### config.mk
export PLATFORM = sky130hd
export DESIGN_NAME = memory_arbiter
export DESIGN_NICKNAME = d
export VERILOG_FILES = /design/src/hdl/mem_arb_pkg.sv /design/src/hdl/memory_arbiter.sv
export SDC_FILE = /design/constraint.sdc
export NUM_CORES = 1
export LEC_CHECK = 0
export BUFFER_PORTS_ARGS = -buffer_cell sky130_fd_sc_hd__buf_2
export CAP_MARGIN = 20
export CORE_AREA = 2 2 126 128
export CTS_BUF_LIST = sky130_fd_sc_hd__clkbuf_4
export DETAILED_ROUTE_END_ITERATION = 12
export DIE_AREA = 0 0 128 130
export PLACE_DENSITY = 0.54
export SYNTH_ARGS = -nofsm -noshare
export SYNTH_HDL_FRONTEND = slang
export SYNTH_SLANG_ARGS = --single-unit
### constraint.sdc
create_clock -name CLK -period 2.05 [get_ports CLK]
set_clock_uncertainty 0.2 [all_clocks]
set_input_delay 0.1025 -clock CLK [delete_from_list [all_inputs] [get_ports CLK]]
set_output_delay 0.1025 -clock CLK [all_outputs]
set_load 0.1 [all_outputs]
### src/hdl/mem_arb_pkg.sv
package mem_arb_pkg;

  localparam int ADDR_BITS   = 16;
  localparam int RAM_LATENCY = 2;  // BUSY cycles before ACCESS
  localparam int SP_ROWS     = 4;

  typedef logic [31:0]          word_t;
  typedef logic [ADDR_BITS-1:0] addr_t;

  typedef enum logic [1:0] {
    FREE   = 2'b00,
    BUSY   = 2'b01,
    ACCESS = 2'b10
  } ramstate_t;

  // Grant order follows the priority list
  typedef enum logic [2:0] {
    IDLE     = 3'b000,
    SP_LOAD  = 3'b001,
    SP_STORE = 3'b010,
    DCACHE   = 3'b011,
    ICACHE   = 3'b100
  } arb_state_t;

endpackage

### src/hdl/memory_arbiter.sv
`timescale 1ns/1ps

module memory_arbiter
  import mem_arb_pkg::*;
(
  input  logic      CLK,
  input  logic      nRST,
  // Scratchpad
  input  logic      sp_load,
  input  logic      sp_store,
  input  addr_t     sp_load_addr,
  input  addr_t     sp_store_addr,
  input  word_t     sp_store_data,
  output word_t     sp_load_data,
  output logic      sp_load_hit,
  output logic      sp_store_hit,
  output logic [2:0] sp_row,
  // Data cache
  input  logic      dren,
  input  logic      dwen,
  input  addr_t     daddr,
  input  word_t     dstore,
  output logic      dwait,
  output word_t     dload,
  // Instruction cache
  input  logic      iren,
  input  addr_t     iaddr,
  output logic      iwait,
  output word_t     iload,
  // RAM side
  output logic      ramren,
  output logic      ramwen,
  output addr_t     ramaddr,
  output word_t     ramstore,
  input  ramstate_t ramstate,
  input  word_t     ramload
);

  arb_state_t arb_state, next_arb_state;
  logic       ram_done;

  assign ram_done = (ramstate == ACCESS);

  always_ff @(posedge CLK, negedge nRST) begin
    if (!nRST) begin
      arb_state <= IDLE;
    end
    else begin
      arb_state <= next_arb_state;
    end
  end

  always_comb begin
    next_arb_state = arb_state;
    case (arb_state)
      IDLE: begin
        if (sp_load) next_arb_state = SP_LOAD;
        else if (sp_store) next_arb_state = SP_STORE;
        else if (dren || dwen) next_arb_state = DCACHE;
        else if (iren) next_arb_state = ICACHE;
      end

      SP_LOAD, SP_STORE, DCACHE, ICACHE: begin
        if (ram_done) begin
          next_arb_state = IDLE;  // Release after the access cycle
        end
      end

      default: begin
        next_arb_state = IDLE;
      end
    endcase
  end

  // RAM bus and load data routing
  always_comb begin
    ramren       = 1'b0;
    ramwen       = 1'b0;
    ramaddr      = '0;
    ramstore     = '0;
    sp_load_data = '0;
    dload        = '0;
    iload        = '0;
    case (arb_state)
      SP_LOAD: begin
        ramren       = sp_load;
        ramaddr      = sp_load_addr;
        sp_load_data = ramload;
      end

      SP_STORE: begin
        ramwen   = sp_store;
        ramaddr  = sp_store_addr;
        ramstore = sp_store_data;
      end

      DCACHE: begin
        ramwen   = dwen;
        ramren   = dren && !dwen;  // Write wins
        ramaddr  = daddr;
        ramstore = dstore;
        dload    = ramload;
      end

      ICACHE: begin
        ramren  = iren;
        ramaddr = iaddr;
        iload   = ramload;
      end

      default: begin
        ramren = 1'b0;
      end
    endcase
  end

  // Completion strobes and waits
  assign sp_load_hit  = (arb_state == SP_LOAD) && ram_done;
  assign sp_store_hit = (arb_state == SP_STORE) && ram_done;
  assign dwait = (dren || dwen) && !((arb_state == DCACHE) && ram_done);
  assign iwait = iren && !((arb_state == ICACHE) && ram_done);

  always_ff @(posedge CLK, negedge nRST) begin
    if (!nRST) begin
      sp_row <= 3'd0;
    end
    else if (sp_store_hit) begin
      if (sp_row == 3'd0 || sp_row == 3'(SP_ROWS)) begin
        sp_row <= 3'd1;
      end
      else begin
        sp_row <= sp_row + 3'd1;
      end
    end
  end

  a_ram_onehot: assert property (
    @(posedge CLK) disable iff (!nRST)
    !(ramren && ramwen)
  ) else $error("ramren and ramwen both high");

  // Grant held until the RAM reports ACCESS
  a_grant_hold: assert property (
    @(posedge CLK) disable iff (!nRST)
    (arb_state != IDLE && ramstate != ACCESS) |=> (arb_state == $past(arb_state))
  ) else $error("grant left before ACCESS");

endmodule

==> flow_summary.ini, run 1 <==
[timing]
upper_clock_frequency_limit_mhz = 499
final-setup-viol-count = 0
tcrit_tclk_final_pct = 97.8
timing.final.max_slew_violations = 0
final-hold-violation-count = 0
grt_setup_unrepaired = true
post-route-min-period_ns = 2.01
totalNegativeSetupSlack_ns = 0
tightest_slew_ns = 0.504
worst_slew_margin_relative_to_its_limit_pct = 66.4

[drt]
drt-initial-drc-count = 81
drc = 0
route.antenna.remaining_nets = 0
firstDrtPassIters = 4
post_drt_via_cell_ratio = 4.20
detail_route.wirelength_microns = 12700
detailroute.via_count = 3234
route.detailed.wl_per_inst_microns = 16.6

[place]
numPortBuffers = 321
detailedPlacementHpwl_microns = 11100
place.gp.congestion = 0.790
dpl-instance-area_sq_mm = 0.00636
dpl.cell_count = 756

[clock_network]
clk_pin_slew_worst_paths_ns = 0.05
clockRootBuffer = sky130_fd_sc_hd__clkbuf_4
numCtsBuffers = 3
max-clock-path-buffers = 2
cts_tree = yes
clk-insertion-delay-late_ns = 0.24
h-tree-depth = 1
tritoncts_sinks = 6

[global_route]
grt_antenna_before_repair = 6
via_count_of_the_first_global_routing_pass = 3218
globalRouteOverflowTotal = 0
grt_start_max_net_pins = 60
globalRouteTotalUtil_pct = 14.0
wire_length_of_the_first_global_routing_pass_microns = 18100

[yosys]
synthesis.instances = 257
synth_warn = 0
postSynth.topFlopCell = sky130_fd_sc_hd__dfrtp_1
seq_area_frac_synth_pct = 7.91
syn_area_sq_mm = 0.00190
syn_nets = 428
postSynthRegisterBits = 6
synth-edff-count = 0
synth.distinct_cells = 34
syn_area_per_cell_sq_um = 7.39
asyncSetResetFlopFracSynth_pct = 100

[setup_path]
worstPathRequired_ns = 1.75
worstSetupPathType = reg2out
endpoint_kind_of_the_worst_setup_timing_path = output pin
worst_path_largest_cell_delay_ns = 0.46
critPathMostFrequentCell = sky130_fd_sc_hd__buf_12
critical_path.slowest_cell = sky130_fd_sc_hd__dfrtp_2
cp_cell_sequence = buf_6, nor3b_4, buf_12, a22o_1, buf_12
worst_setup_path_start_kind = register
critical_path.max_fanout = 36
critical_path_arrival_ns = 1.70

[layout]
final_cells = 770
multiInputGateArea_sq_mm = 0.00199
final_area_sq_mm = 0.00657
ff_latch_area_sq_um = 154
area_growth_pct = 246
nFillCells = 1483
fraction_of_final_layout_cells_sized_beyond_drive_strength_1_pct = 87.7
finalNetCount = 747

[min_path]
worst_hold_path_type = in2async

[die]
initial_core_util_pct = 12.3
design.die.area_sq_mm = 0.0166
placeableCoreArea_sq_mm = 0.0154
chipWidth_microns = 128
dieHeight_microns = 130
i_o_pin_count = 322
placement_rows = 46

[status]
outcome = completed

[run]
max_cap_viol_count = 0
==> cell usage after synthesis, drive strengths merged (4+ instances only) <==
cell type	number	area, sq um
a22oi	16	120
a21oi	4	20.0
nor3	5	25.0
dfrtp	6	150
and2	96	601
buf	16	130
mux2i	16	160
clkbuf	13	52.6
nor2	5	18.8
a22o	34	298
o22ai	16	100
==> per-stage QoR <==
stage	utilization (%)	setup WS, ns	hold WS, ns
global placement	41.2	0.116	-0.254
finish	42.6	0.0444	0.0373
floorplan	-	-0.519	-0.393
global route	42.5	-0.0268	0.0550
CTS	42.0	0.00148	0.0258
detailed placement	41.2	0.0906	-0.257
==> registers in the layout, indices dropped and copies added (netlist names) <==
name	count
arb_state	3
sp_row	3
==> cell type report <==
type                       instances  area share [%]
sequential                         6            2.34
timing repair buffer             343            62.9
antenna                            3           0.114
inverter                           3           0.171
clock buffer                       4           0.457
multi-input combinational        219            30.4
tap                              192            3.66
==> worst max-delay path, delay by kind of cell (launching register included) <==
kind | cells | cell delay [ns]
buf+inv | 3 | 0.54
simple gates | 1 | 0.20
flops | 1 | 0.46
compound gates | 1 | 0.21
==> repair_timing <==
action,in CTS,in global routing
pin swaps,0,1
endpoints found under the hold margin,7,0
gates cloned,0,1
buffers inserted,2,2
resized for setup,10,14
endpoints found under the setup margin,101,132
hold buffers,2,0
==> cells by family after synthesis <==
group / Yosys count / share of synthesized area (%)
simple gates: 124 / 41.2
compound gates: 77 / 31.0
buf+inv: 32 / 10.2
mux: 16 / 8.43
flops: 6 / 7.90
fa+ha+maj: 2 / 1.32
==> metal layers <==
metal	part of all wire (%)	GRT usage (%)	routed length, microns
met5	0.10	0	13
met4	1.5	2.84	195
met3	9.4	4.02	1200
met2	53	27.1	6740
met1	36	15.2	4600
==> layout by cell type, fill, tap and decap left out, types with 4 or more instances in the layout <==
master                     synthesis  final
sky130_fd_sc_hd__mux2i_2           0      7
sky130_fd_sc_hd__o22ai_4           0     10
sky130_fd_sc_hd__buf_12            0    156
sky130_fd_sc_hd__mux2i_1          16      8
sky130_fd_sc_hd__clkbuf_4          0      4
sky130_fd_sc_hd__and2_4            0      4
sky130_fd_sc_hd__o22ai_2           0      6
sky130_fd_sc_hd__nor3_1            5      4
sky130_fd_sc_hd__a22o_2            0     26
sky130_fd_sc_hd__a22oi_1          16     16
sky130_fd_sc_hd__and2_2            0     89
sky130_fd_sc_hd__a22o_1           34      5
sky130_fd_sc_hd__buf_2             5    172
sky130_fd_sc_hd__buf_4             5      9
==> worst paths after layout <==
check	start	to	slack, ns	cells past startpoint
max	arb_state[2]	ramstore[0]	0.04	5
min	nRST	arb_state[2]	0.04	2
max reg2reg	arb_state[2]	sp_row[2]	0.30	4
min reg2reg	sp_row[2]	sp_row[2]	0.32	2
max in group asynchronous	nRST	arb_state[0]	1.45	2
min in group CLK	iren	arb_state[2]	0.07	3
Power of run 1 is not shown: default switching activity piles up to over one toggle a cycle in this logic, so the estimate is an artifact.
==> run 2: changes to the inputs <==
- PLACE_DENSITY: 0.54 -> not set
==> flow_summary.ini, run 2 (synthesis gave the netlist of run 1 again) <==
[die]
placement_rows = 46
placeableCoreArea_sq_mm = 0.0154
i_o_pin_count = 322
dieHeight_microns = 130
initial_core_util_pct = 12.3
chipWidth_microns = 128
design.die.area_sq_mm = 0.0166

[layout]
finalNetCount = 767
fraction_of_final_layout_cells_sized_beyond_drive_strength_1_pct = 88.2
final_common_cell = sky130_fd_sc_hd__buf_2
final_area_sq_mm = 0.00697
nFillCells = 1408
antennaDiodeCount = 0
largest_registers = arb_state (3), sp_row (3)
most_frequent_cells_in_the_layout = 171 x sky130_fd_sc_hd__buf_2, 159 x sky130_fd_sc_hd__buf_12, 90 x sky130_fd_sc_hd__and2_2
area_growth_pct = 267

[global_route]
globalRouteOverflowTotal = 0
globalRouteTotalUtil_pct = 12.5
wire_length_of_the_first_global_routing_pass_microns = 16700
grt_start_max_net_pins = 68
grt_antenna_before_repair = 0
via_count_of_the_first_global_routing_pass = 3159

[clock_network]
clk-insertion-delay-late_ns = 0.24
numCtsBuffers = 3
max-clock-path-buffers = 2
clockRootBuffer = sky130_fd_sc_hd__clkbuf_4
h-tree-depth = 1
tritoncts_sinks = 6
clk_pin_slew_worst_paths_ns = 0.05
cts_tree = yes

[place]
pre_cts_ws_ns = 0.149
detailedPlacementHpwl_microns = 9520
place.gp.congestion = 0.719
dpl-instance-area_sq_mm = 0.00636
numPortBuffers = 321

[drt]
firstDrtPassIters = 4
drc = 0
detailroute.via_count = 3348
route.antenna.remaining_nets = 0
detail_route.wirelength_microns = 12900
route.detailed.wl_per_inst_microns = 16.4
post_drt_via_cell_ratio = 4.25
drt-initial-drc-count = 53

[timing]
post-route-min-period_ns = 2.04
grt_setup_unrepaired = true
worst_slew_margin_relative_to_its_limit_pct = 67.0
tightest_slew_ns = 0.499
final-setup-viol-count = 0
upper_clock_frequency_limit_mhz = 491
timing.final.max_slew_violations = 0
final-hold-violation-count = 0
timing.final.ws_setup_ns = 0.0148
tcrit_tclk_final_pct = 99.3

[setup_path]
endpoint_kind_of_the_worst_setup_timing_path = output pin
worstSetupPathType = reg2out
worstPathRequired_ns = 1.75
reg2regPathDepth = 7
worst-path-buf-inv = 4
critical_path.slowest_cell = sky130_fd_sc_hd__dfrtp_2
worst_setup_path_start_kind = register
cp_cell_sequence = buf_6, nor3b_4, buf_6, clkbuf_16, a22o_2, buf_12
timing.critical_path.max_delay_family = buffers and inverters
critical_path_arrival_ns = 1.73
critPathMostFrequentCell = sky130_fd_sc_hd__buf_6
worst_path_largest_cell_delay_ns = 0.44
critical_path.max_fanout = 9
critical_path_depth = 6

[min_path]
worst_hold_path_type = in2async

[status]
outcome = completed

[run]
max_cap_viol_count = 0
-- run 2: changes by cell type in the layout (fill, tap and decap cells not counted), moves of 3 or more --
cell                        previous run  this run
sky130_fd_sc_hd__a22oi_1              16         8
sky130_fd_sc_hd__diode_2               3         0
sky130_fd_sc_hd__buf_4                 9        18
sky130_fd_sc_hd__clkbuf_16             1         5
sky130_fd_sc_hd__mux2i_1               8        16
sky130_fd_sc_hd__buf_12              156       159
sky130_fd_sc_hd__a22o_2               26        12
sky130_fd_sc_hd__mux2i_2               7         0
sky130_fd_sc_hd__a22o_4                3        17
sky130_fd_sc_hd__a22oi_2               0         8
-- run 2: path summary, 6_finish.rpt --
check                             start            to  slack [ns]
setup / recovery           arb_state[2]  ramstore[13]        0.01
max in group asynchronous          nRST  arb_state[0]        1.45
hold / removal                     nRST     sp_row[1]        0.03
hold reg to reg               sp_row[0]     sp_row[0]        0.33
min in group CLK               sp_store  arb_state[0]        0.06
setup reg to reg           arb_state[2]     sp_row[0]        0.33
-- run 2: worst register-to-register path, delay by kind of cell (launching register included) --
| kind | cells | cell delay [ns] |
|---|---|---|
| simple gates | 1 | 0.25 |
| buf+inv | 4 | 0.58 |
| flops | 1 | 0.44 |
| compound gates | 2 | 0.17 |
-- run 2: area by class of cell --
cell class	instances	area [sq um]	share of cell area (%)
Clock buffer	4	30.0	0.431
Inverter	3	11.3	0.162
Multi-Input combinational cell	219	2110	30.3
Sequential cell	6	154	2.21
Tap cell	192	240	3.45
Timing Repair Buffer	363	4420	63.5
-- run 2: timing repair --
action	in CTS	in global routing
hold buffers	2	0
endpoints found under the setup margin	120	97
resized for setup	11	41
hold endpoints to repair	7	0
pin swaps	2	12
buffers inserted	8	11
cloned	1	7
-- run 2: layer usage --
layer | GRT usage (%) | wire [microns] | up-vias | share of wire [%]
met5 | 0 | 0 | - | 0
li1 | - | - | 1608 | -
met1 | 12.5 | 4480 | 1559 | 35
met2 | 26.4 | 7380 | 177 | 57
met3 | 3.03 | 967 | 4 | 7.5
met4 | 1.62 | 64 | 0 | 0.50
-- run 2: through the flow --
stage | utilization, % | TNS [ns] | std cells | hold slack [ns]
2_1_floorplan | - | -0.519 | 257 | -0.393
3_3_place_gp | 41.2 | 0 | 754 | -0.260
3_5_place_dp | 41.2 | 0 | 754 | -0.255
4_1_cts | 42.3 | -0.0269 | 769 | 0.0371
5_1_grt | 45.2 | -1.87 | 787 | 0.0262
6_report | 45.2 | 0 | 787 | 0.0285
Power of run 2 is left out for the same reason.
